File: src/rtl/keccak_pkg.sv
`default_nettype none

package keccak_pkg;

  //////////////////////////////////////////////////
  // Sizes
  //////////////////////////////////////////////////

  // Permutation width of Keccak-f[1600]
  parameter int StateWidth = 1600;

  // The state is a 5 x 5 array of lanes, lane index is x + 5*y
  parameter int NumLanes = 25;
  parameter int LaneWidth = StateWidth / NumLanes;

  // One message word per absorb handshake
  parameter int DinWidth = 64;

  // Keccak-f runs 12 + 2*l rounds, l = log2 of the lane width
  parameter int NumRounds = 12 + 2 * $clog2(LaneWidth);

  // Counter only has to reach NumRounds-1
  parameter int RoundIdxWidth = $clog2(NumRounds);
  parameter int LaneAddrWidth = $clog2(NumLanes);

  typedef logic [RoundIdxWidth-1:0] round_idx_t;
  typedef logic [LaneAddrWidth-1:0] lane_addr_t;
  typedef logic [DinWidth-1:0]      din_t;

  //////////////////////////////////////////////////
  // Constant tables
  //////////////////////////////////////////////////

  // Iota constants for the full 64-bit lane
  // Narrower lanes use the low LaneWidth bits of each word
  parameter logic [63:0] RoundConst [24] = '{
    64'h0000_0000_0000_0001,
    64'h0000_0000_0000_8082,
    64'h8000_0000_0000_808A,
    64'h8000_0000_8000_8000,
    64'h0000_0000_0000_808B,
    64'h0000_0000_8000_0001,
    64'h8000_0000_8000_8081,
    64'h8000_0000_0000_8009,
    64'h0000_0000_0000_008A,
    64'h0000_0000_0000_0088,
    64'h0000_0000_8000_8009,
    64'h0000_0000_8000_000A,
    64'h0000_0000_8000_808B,
    64'h8000_0000_0000_008B,
    64'h8000_0000_0000_8089,
    64'h8000_0000_0000_8003,
    64'h8000_0000_0000_8002,
    64'h8000_0000_0000_0080,
    64'h0000_0000_0000_800A,
    64'h8000_0000_8000_000A,
    64'h8000_0000_8000_8081,
    64'h8000_0000_0000_8080,
    64'h0000_0000_8000_0001,
    64'h8000_0000_8000_8008
  };

  // Rho rotation per lane, indexed x + 5*y
  // Applied modulo the lane width in the round logic
  parameter int RhoOffset [NumLanes] = '{
     0,  1, 62, 28, 27,
    36, 44,  6, 55, 20,
     3, 10, 43, 25, 39,
    41, 45, 15, 21,  8,
    18,  2, 61, 56, 14
  };

endpackage

`default_nettype wire
File: src/rtl/keccak_ctrl.sv
`default_nettype none

module keccak_ctrl #(
  parameter int NumRounds = keccak_pkg::NumRounds
) (
  input  logic                   clk_i,
  input  logic                   rst_n,

  // Commands, only taken while idle
  input  logic                   valid_i,
  input  logic                   clear_i,
  input  logic                   run_i,

  // Idle indication doubles as absorb ready
  output logic                   ready_o,

  // Controls towards the state register
  output logic                   xor_msg_o,
  output logic                   clr_state_o,
  output logic                   update_state_o,
  output keccak_pkg::round_idx_t round_o,

  // One-cycle pulse after the last round
  output logic                   complete_o
);

  //////////////////////////////////////////////////
  // FSM
  //////////////////////////////////////////////////

  // Unmasked engine needs only two states
  typedef enum logic {
    st_idle,
    st_active
  } ctrl_state_e;

  ctrl_state_e state_q;
  ctrl_state_e state_d;

  // Round counter controls
  logic inc_round;
  logic rst_round;
  logic last_round;

  // Completion before its output register
  logic complete_d;

  assign last_round = (round_o == keccak_pkg::round_idx_t'(NumRounds - 1));

  always_comb begin
    state_d        = state_q;
    xor_msg_o      = 1'b0;
    clr_state_o    = 1'b0;
    update_state_o = 1'b0;
    inc_round      = 1'b0;
    rst_round      = 1'b0;
    complete_d     = 1'b0;

    case (state_q)
      st_idle: begin
        // Absorb wins over clear, clear wins over run
        if (valid_i) begin
          xor_msg_o      = 1'b1;
          update_state_o = 1'b1;
        end else if (clear_i) begin
          clr_state_o = 1'b1;
        end else if (run_i) begin
          state_d = st_active;
        end
      end

      st_active: begin
        // One full round lands in the state every cycle
        update_state_o = 1'b1;
        if (last_round) begin
          state_d    = st_idle;
          rst_round  = 1'b1;
          complete_d = 1'b1;
        end else begin
          inc_round = 1'b1;
        end
      end

      default: begin
        state_d = st_idle;
      end
    endcase
  end

  // Commands are blocked while rounds run
  assign ready_o = (state_q == st_idle);

  //////////////////////////////////////////////////
  // Registers
  //////////////////////////////////////////////////

  always_ff @(posedge clk_i or negedge rst_n) begin
    if (!rst_n) begin
      state_q <= st_idle;
    end else begin
      state_q <= state_d;
    end
  end

  // Round number, 0 while idle
  always_ff @(posedge clk_i or negedge rst_n) begin
    if (!rst_n) begin
      round_o <= '0;
    end else if (rst_round) begin
      round_o <= '0;
    end else if (inc_round) begin
      round_o <= round_o + 1'b1;
    end
  end

  // Pulse lines up with the final state on state_o
  always_ff @(posedge clk_i or negedge rst_n) begin
    if (!rst_n) begin
      complete_o <= 1'b0;
    end else begin
      complete_o <= complete_d;
    end
  end

endmodule

`default_nettype wire

File: config.mk
export PLATFORM = sky130hd
export DESIGN_NAME = keccak_ctrl
export DESIGN_NICKNAME = d
export VERILOG_FILES = /design/src/rtl/keccak_pkg.sv /design/src/rtl/keccak_ctrl.sv
export SDC_FILE = /design/constraint.sdc
export NUM_CORES = 1
export LEC_CHECK = 0
export CAP_MARGIN = 20
export CORE_AREA = 2 2 39 41
export CTS_BUF_LIST = sky130_fd_sc_hd__clkbuf_2
export DETAILED_ROUTE_END_ITERATION = 10
export DIE_AREA = 0 0 41 43
export DONT_BUFFER_PORTS = 1
export HOLD_SLACK_MARGIN = 0.12
export PLACE_DENSITY = 0.5
export SLEW_MARGIN = 5
export SYNTH_ARGS = -nofsm -noshare
export SYNTH_HDL_FRONTEND = slang
export SYNTH_SLANG_ARGS = --single-unit
File: constraint.sdc
create_clock -name clk_i -period 2.33 [get_ports clk_i]
set_input_delay 0.233 -clock clk_i [delete_from_list [all_inputs] [get_ports clk_i]]
set_output_delay 0.233 -clock clk_i [all_outputs]
set_load 0.02 [all_outputs]
---- Word-level counts from Yosys, hierarchy flattened ----
Index checks and enable logic that the tools add are counted.
Widths: inputs -> output; s select.
storage, ports and cells
  input port bits ......................... 5
  bits in registers ....................... 7
  output and inout port bits .............. 10
  logic and storage cells ................. 23
cells by class
  bitwise logic cells ..................... 1
  add/subtract/negate cells ............... 1
  reductions and logical operators ........ 1
  equal/unequal tests ..................... 1
  muxes and demuxes ....................... 16
operators with widths
  cell                 count
  $mux 1               12
  $mux 5               2
  $add 5x1->5 const B  1
  $eq 5x5->1 const B   1
  $pmux 1 s2           2
  $reduce_bool 2->1    1
  $not 1->1            1

---- Longest topological paths before layout ----
Gate-level depths: netlist of the first run.
  depth in word-level cells ............... 5
  mapped depth ............................ 3
  depth with buffers taken out ............ 3

---- Worst setup path before layout of the first run ----
No wires, ideal clock.
  kind .................................... register -> output
  from .................................... reg state_q
  to ...................................... out clr_state_o
  path slack .............................. 0.919 ns
  cell stages (with the launch flop) ...... 4
  data arrival time ....................... 1.178 ns
  required time ........................... 2.097 ns
  buffers on the path ..................... 1
  path through ............................ dfrtp_1 > buf_4 > or2_2 > nor2_1
on the way
  word-level cells in the longest chain between the ends .. 1
ends and longest elaborated chain
  what                    RTL line            text
  from (decl)             keccak_ctrl.sv:37   ctrl_state_e state_q;
  from (signal assigned)  keccak_ctrl.sv:99   state_q <= st_idle;
  from (signal assigned)  keccak_ctrl.sv:101  state_q <= state_d;
  $mux 1                  keccak_ctrl.sv:59   case (state_q)
  to (decl)               keccak_ctrl.sv:19   output logic clr_state_o,
Every way passes these cells.

---- Worst setup path after layout of the first run ----
Same ends and word-level chain as after synthesis.

==> impl_metrics.toml, run 1 <==
[final_layout]
fin_cells = 50
drive_above_1_share = 0.2941
antennaDiodeCount = 0
area_growth_syn_to_layout_pct = 11.97
regArea_um2 = 175.2
n_fill_cell = 147
final_nets = 41
multi_input_area_um2 = 165.2
design_area_um2 = 397.9

[floorplanning]
fp.coreArea_um2 = 1384
die_x_um = 41
die-area_um2 = 1763
start_util = 0.2568
die_h_um = 43
num_rows = 14
ios = 15

[global_routing]
grt_pass1_wl_um = 890
grt_max_degree = 12
antenna_found_initial = 0
grt_pass1_vias = 203
grt.overflow.total = 0
grt_usage = 0.08367

[sta]
hold_viol_final = 0
tightest_slew_ns = 0.3810
setup_viol = 0
slew_viol_final = 0
post-route-period-util = 0.7204
max_freq_ghz = 0.5958
skew_ns = 0.006353
relSlewSlack = 0.7451
min_period_ns = 1.678
grt_setup_unrepaired = "false"
tns_ns = 0

[clock_network]
cts.clk_slew.worst_paths_ns = 0.07
root_buffer = "clkbuf_2"
clk_latency_ns = 0.23
cts.path.max_buffers = 2
clkSinkCount = 7
cts_resized = 0
numCtsBuffers = 3
cts_tree = "yes"
htree_num_levels = 1

[synth]
yosys_warnings = 0
ys_async_sr_fraction = 1.000
ys_seq_elements = 7
synth_area_leaders = "dfrtp_1 (49%), mux2_4 (4.2%), or4b_4 (3.9%)"
yosysTopAreaCellShare = 0.4930
syn_inst = 30
syn_nets = 36
avgSynthCellArea_um2 = 11.84
post-synth-top-count-cell = "dfrtp_1"
synth_area_leader_cell = "dfrtp_1"
synth-edff-count = 0
synth-seq-area-share = 0.4930
netlist_area_um2 = 355.3
synth_cell_types = 22
synth_top_flop_cell = "dfrtp_1"
yosys-top-cells-count = "dfrtp_1 (7), inv_1 (2), nand2b_1 (2)"

[worst_setup_path]
timing.rr.start = "round_o[0]"
critPathLaunch = "state_q"
crit_arrival_ns = 1.45
cp_top_family = "simple AND/OR/NAND/NOR gates"
cp_max_fo = 11
cp.depth = 2
cpPeakStageDelay_ns = 0.48
path_cells = "or2_2, nor2_1"
worst-setup-path-type = "flop to output port"
r2r-end = "round_o[4]"
cp-end-kind = "output port"
rrSetupSlack_ns = 0.99
crit_end = "clr_state_o"
crit_slowest_cell = "dfrtp_1"
reg2reg_depth = 3
required_ns = 2.10
critPathBufInv = 0
startpoint_type = "flop"

[routing]
drc_errors = 0
firstDrtPassIters = 2
avgViaCountPerCell = 4.400
post_drt_wl_per_cell_um = 10.94
ant_nets = 0
vias = 220
drt-total-wl_um = 547
drt_iter0_drc = 1

[hold_path]
hold_path_depth = 2
hold_class = "input port to flop"

[placed_design]
place_area_um2 = 367.9
dpl.hpwl_um = 429.9
dp_cells = 45
numPortBuffers = 0
place.gp.congestion = 0.6858

[pwr]
switchingPower_mw = 0.2600
p_int_mw = 0.3208
p_sw_frac = 0.4477
pwr-share-clk = 0.152
p_comb_frac = 0.309
p_per_area_nw_per_um2 = 1460
p_leak_nw = 0.1902
sequentialPowerShare = 0.539
vdd.ir_drop.worst_mv = 0.6234

[status]
status = "finished, final reports clean"

[flow_run]
cap_violations = 0
## logic make-up after synthesis
family | after synthesis | synth area share
compound gates | 3 | 0.05279
xor+xnor | 1 | 0.02465
fa+ha+maj | 1 | 0.03521
buf+inv | 3 | 0.04227
flops | 7 | 0.4930
mux | 3 | 0.1056
simple gates | 12 | 0.2465
## power groups by stage
stage	combinational, mW	sequential (mW)	clock (mW)
CTS	0.184	0.317	0.0946
detailed placement	0.178	0.320	0
global route	0.203	0.332	0.103
finish	0.179	0.313	0.0883
floorplan	0.189	0.285	0
global placement	0.179	0.317	0
## stage by stage
stage | utilization | total power [mW] | setup slack [ns] | hold slack (ns)
floorplan | - | 0.4741 | 0.9189 | -0.06259
global placement | 0.2658 | 0.4965 | 0.9072 | -0.06240
detailed placement | 0.2658 | 0.4986 | 0.8921 | -0.06241
CTS | 0.2875 | 0.5956 | 0.6202 | 0.1597
global route | 0.2875 | 0.6381 | 0.5557 | 0.1498
finish | 0.2875 | 0.5809 | 0.6516 | 0.1764
## cell type report
cell class | count | share of cell area
clock buffers | 4 | 0.05031
well taps | 16 | 0.05031
inverters | 2 | 0.01887
flip-flops and latches | 7 | 0.4403
multi-input cells | 20 | 0.4151
repair buffers | 1 | 0.02516
## state kept, by name, indices dropped and copies added, names as in the netlist
register,flops
state_q,1
round_o,5
complete_o,1
## placed cells by master (no fill, tap or decap), drive strengths merged, types with 2 or more instances in the layout
cell type,count
clkbuf,4
inv,2
mux2,3
nand2b,2
dfrtp,7
o21ai,2
## layer usage
layer	up-vias	wire length (um)	GRT usage
met5	-	0	0
met4	0	0	0.04000
met3	0	76	0.09948
met2	9	261	0.09688
met1	100	209	0.08795
li1	111	-	-
## repair_timing
action,in CTS,in global routing
buffers inserted,0,0
hold buffers,1,0
hold endpoints to repair,7,0
## how the worst min path moves through the flow
stage,start,end,slack (ns)
after global placement,rst_n,round_o[3],-0.06
after CTS,valid_i,state_q,0.16
after floorplan,rst_n,complete_o,-0.06
final,valid_i,state_q,0.18
after detailed placement,rst_n,round_o[4],-0.06
after global routing,valid_i,state_q,0.15
(Power assumes the default switching activity.)
==> inputs of run 2 (changes only) <==
- clock period: 2.33 -> 1.7 ns (I/O delays scaled with it)
==> impl_metrics.toml, run 2 (synthesized netlist as in run 1, its figures left out) <==
[status]
status = "finished, final reports clean"

[clock_network]
cts_setup_buffers = 0
root_buffer = "clkbuf_2"
cts.path.max_buffers = 2
clk_latency_ns = 0.23
cts.clk_slew.worst_paths_ns = 0.07
clkSinkCount = 7
numCtsBuffers = 3
htree_num_levels = 1
cts_tree = "yes"

[routing]
firstDrtPassIters = 2
avgViaCountPerCell = 4.404
route.met3.wl_um = 76
drc_errors = 0
post_drt_wl_per_cell_um = 10.96
ant_nets = 0
wl_met1_um = 217
route.met2.wl_um = 276
drt-total-wl_um = 570
drt_iter0_drc = 1
top_layer = "met3"
vias = 229

[worst_setup_path]
worst-setup-path-type = "flop to output port"
cp_max_fo = 11
rrSetupSlack_ns = 0.36
startpoint_type = "flop"
required_ns = 1.53
cp-end-kind = "output port"
crit_arrival_ns = 1.36

[floorplanning]
start_util = 0.2568
die_h_um = 43
ios = 15
fp.coreArea_um2 = 1384
die_x_um = 41
die-area_um2 = 1763
num_rows = 14

[placed_design]
place_ws_ns = 0.3251
place.gp.congestion = 0.6858
dp_cells = 45
dpl.hpwl_um = 429.9
numPortBuffers = 0
place_area_um2 = 367.9

[sta]
hold_viol_final = 0
relSlewSlack = 0.7816
worst_slack_ns = 0.1717
setup_viol = 0
post-route-period-util = 0.8990
tightest_slew_ns = 0.3275
slew_viol_final = 0
grt_setup_unrepaired = "false"
skew_ns = 0.006352
max_freq_ghz = 0.6543
tns_ns = 0
min_period_ns = 1.528
whs_ns = 0.1984

[global_routing]
grt_max_degree = 12
grt_pass1_vias = 209
grt.overflow.total = 0
grt_usage = 0.08468
grt_pass1_wl_um = 903
antenna_found_initial = 0

[hold_path]
hold_class = "input port to flop"

[final_layout]
area_growth_syn_to_layout_pct = 18.31
drive_above_1_share = 0.3056
largest_reg_flops = 5
final_nets = 43
mostFrequentLayoutCells = "dfrtp_1 (7), clkbuf_2 (4), dlygate4sd3_1 (3)"
final_common_cell = "dfrtp_1"
top_regs = "round_o (5), complete_o (1), state_q (1)"
design_area_um2 = 420.4
antennaDiodeCount = 0
fin_cells = 52
largest_register = "round_o"
n_fill_cell = 147
utilization = 0.3038

[pwr]
p_per_area_nw_per_um2 = 1908
power_mw = 0.8020
vdd.ir_drop.worst_mv = 0.8591
p_leak_nw = 0.1983

[flow_run]
cap_violations = 0
run 2: cell type report:
cell class	count	area, um^2	share of cell area
Tap cell	16	20.02	0.04762
Multi-Input combinational cell	20	167.7	0.3988
Sequential cell	7	175.2	0.4167
Inverter	2	7.507	0.01786
Clock buffer	4	20.02	0.04762
Timing Repair Buffer	3	30.03	0.07143
run 2: report_power, final:
part           switching, mW  internal [mW]
logic                  0.111          0.140
registers              0.189          0.241
clock network         0.0586         0.0625
run 2: routing by layer:
metal,vias to the layer above,global-route usage
met5,-,0
met4,0,0.04000
met3,0,0.09948
met2,9,0.1000
met1,105,0.08795
li1,115,-
run 2: worst paths after layout:
path	start	endpoint	cells past startpoint
min reg2reg	round_o[2]	round_o[2]	1
max in group asynchronous	rst_n	complete_o	1
max	state_q	clr_state_o	2
min	run_i	state_q	2
max reg2reg	round_o[0]	round_o[4]	3
min in group asynchronous	rst_n	round_o[3]	1
run 2: worst max-delay path: stages, from the launching register on:
cell	delay, ns
dfrtp_1	0.48
or2_2	0.41
nor2_2	0.23
run 2: timing repair:
| item | 4_1_cts | 5_1_grt |
|---|---|---|
| gates resized for setup | 0 | 1 |
| setup endpoints to repair | 0 | 1 |
| hold buffers | 3 | 0 |
| hold endpoints to repair | 8 | 0 |
==> inputs of run 3 (changes only) <==
- ABC_AREA: default -> 1
- MAX_ROUTING_LAYER: default -> met4
- PLACE_DENSITY: 0.5 -> 0.49
- SKIP_CTS_REPAIR_TIMING: default -> 1
==> impl_metrics.toml, run 3 <==
[routing]
vias = 293
drt_iter0_drc = 11
ant_nets = 0
drt-total-wl_um = 660
post_drt_wl_per_cell_um = 9.851
drc_errors = 0
avgViaCountPerCell = 4.373
firstDrtPassIters = 4

[synth]
ys_async_sr_fraction = 1.000
netlist_area_um2 = 341.6
synth-seq-area-share = 0.5128
avgSynthCellArea_um2 = 7.763
synth_area_leader_cell = "dfrtp_1"
yosysTopAreaCellShare = 0.5128
synth_area_leaders = "dfrtp_1 (51%), nand2_1 (18%), inv_1 (6.6%)"
synth_top_flop_cell = "dfrtp_1"
syn_nets = 50
synth-adder-area-share = 0.03663
synth_top_family_by_area = "simple AND/OR/NAND/NOR gates"
yosys_warnings = 0
synth_simple_gate_area_frac = 0.3297
ys_seq_elements = 7
synth-compound-area-share = 0.04396
post-synth-top-count-cell = "nand2_1"
syn_inst = 44
yosys-top-cells-count = "nand2_1 (16), dfrtp_1 (7), inv_1 (6), nor2_1 (6), a21oi_1 (2)"
synth-edff-count = 0
synthXorXnorAreaFrac = 0
synthMuxAreaShare = 0
synth_cell_types = 12

[clock_network]
htree_num_levels = 1
clkSinkCount = 7
cts.clk_slew.worst_paths_ns = 0.07
cts.path.max_buffers = 2
numCtsBuffers = 3
clk_latency_ns = 0.23
cts_tree = "yes"
root_buffer = "clkbuf_2"

[hold_path]
hold_class = "input port to flop"

[sta]
setup_viol = 0
worst_slack_ns = 0.2262
hold_viol_final = 0
tns_ns = 0
post-route-period-util = 0.8670
relSlewSlack = 0.7448
min_period_ns = 1.474
whs_ns = 0.1334
slew_viol_final = 0
grt_setup_unrepaired = "false"
max_freq_ghz = 0.6785
skew_ns = 0.005898
tightest_slew_ns = 0.3813

[final_layout]
top_regs = "round_o (5), complete_o (1), state_q (1)"
fin_cells = 67
final_common_cell = "nand2_1"
antennaDiodeCount = 0
largest_reg_flops = 5
multi_input_area_um2 = 140.1
largest_register = "round_o"
final_nets = 58
regArea_um2 = 175.2
mostFrequentLayoutCells = "nand2_1 (16), dfrtp_1 (7), inv_1 (6), nor2_1 (6), clkbuf_2 (4)"
drive_above_1_share = 0.1373
area_growth_syn_to_layout_pct = 19.78
n_fill_cell = 147

[floorplanning]
die_x_um = 41
ios = 15
die-area_um2 = 1763
start_util = 0.2468
fp.coreArea_um2 = 1384
num_rows = 14
die_h_um = 43

[worst_setup_path]
path_cells = "inv_2, nand2_1, nor2_1"
worst-setup-path-type = "flop to output port"
cpPeakStageDelay_ns = 0.45
crit_arrival_ns = 1.30
cp_max_fo = 7
required_ns = 1.53
crit_slowest_cell = "dfrtp_1"
startpoint_type = "flop"
cp-end-kind = "output port"

[pwr]
p_leak_nw = 0.2286
p_per_area_nw_per_um2 = 1967
vdd.ir_drop.worst_mv = 0.5617
power_mw = 0.8048

[status]
status = "finished, final reports clean"

[placed_design]
place.gp.congestion = 0.7103
numPortBuffers = 0
dp_cells = 61
place_ws_ns = 0.4338
dpl.hpwl_um = 517.6

[global_routing]
grt_usage = 0.1054
use_met1 = 0.1140
grt.overflow.total = 0
grt_pass1_vias = 266
gr-max-usage-layer = "met2"
use_met2 = 0.1375
grt_use_met3 = 0.1047
antenna_found_initial = 0
grt_max_degree = 8
grt_pass1_wl_mm = 1.138

[flow_run]
cap_violations = 0
-- run 3: cell types whose count changed after synthesis, sizes merged, moves of 2 or more --
cell / previous run / this run
nand2: 1 / 16
nor2: 1 / 7
inv: 2 / 7
mux2: 3 / 0
nand2b: 2 / 0
-- run 3: per-stage QoR --
step | cell area (um^2) | utilization
floorplan | 341.6 | -
detailed placement | 369.1 | 0.2667
finish | 409.1 | 0.2957
global placement | 369.1 | 0.2667
global route | 409.1 | 0.2957
CTS | 389.1 | 0.2812
-- run 3: worst max-delay path, delay by kind of cell, from the launching register on --
| family | cells | cell delay (ns) |
|---|---|---|
| buffers and inverters | 1 | 0.21 |
| flip-flops | 1 | 0.45 |
| AND/OR/NAND/NOR | 2 | 0.40 |
-- run 3: logic make-up after synthesis --
logic type,count (synthesis)
simple gates,26
buf+inv,7
flops,7
compound gates,3
fa+ha+maj,1
-- run 3: layer usage --
layer  up-vias  wire length, um
li1        146                -
met1       135              282
met2        10              300
met3         2               67
met4         0                9
met5         -                0
-- run 3: power by group --
group | internal, mW | total, mW | switching (mW) | leakage (nW)
combinational | 0.103 | 0.278 | 0.175 | 0.128
clock | 0.0625 | 0.123 | 0.0605 | 0.0166
sequential | 0.240 | 0.404 | 0.164 | 0.0837
total | 0.405 | 0.805 | 0.400 | 0.229
-- run 3: path summary, 6_finish.rpt --
kind | from | endpoint | slack [ns] | cells after the start
hold / removal | clear_i | state_q | 0.13 | 3
setup reg to reg | round_o[0] | round_o[2] | 0.45 | 5
min in group asynchronous | rst_n | complete_o | 0.26 | 1
setup / recovery | state_q | clr_state_o | 0.23 | 3
hold reg to reg | state_q | round_o[1] | 0.62 | 2
max in group asynchronous | rst_n | state_q | 1.18 | 1
-- run 3: final cells by class --
cell class | instances | area share
Tap cell | 16 | 0.04893
Multi-Input combinational cell | 30 | 0.3425
Sequential cell | 7 | 0.4281
Inverter | 7 | 0.06422
Timing Repair Buffer | 3 | 0.06728
Clock buffer | 4 | 0.04893
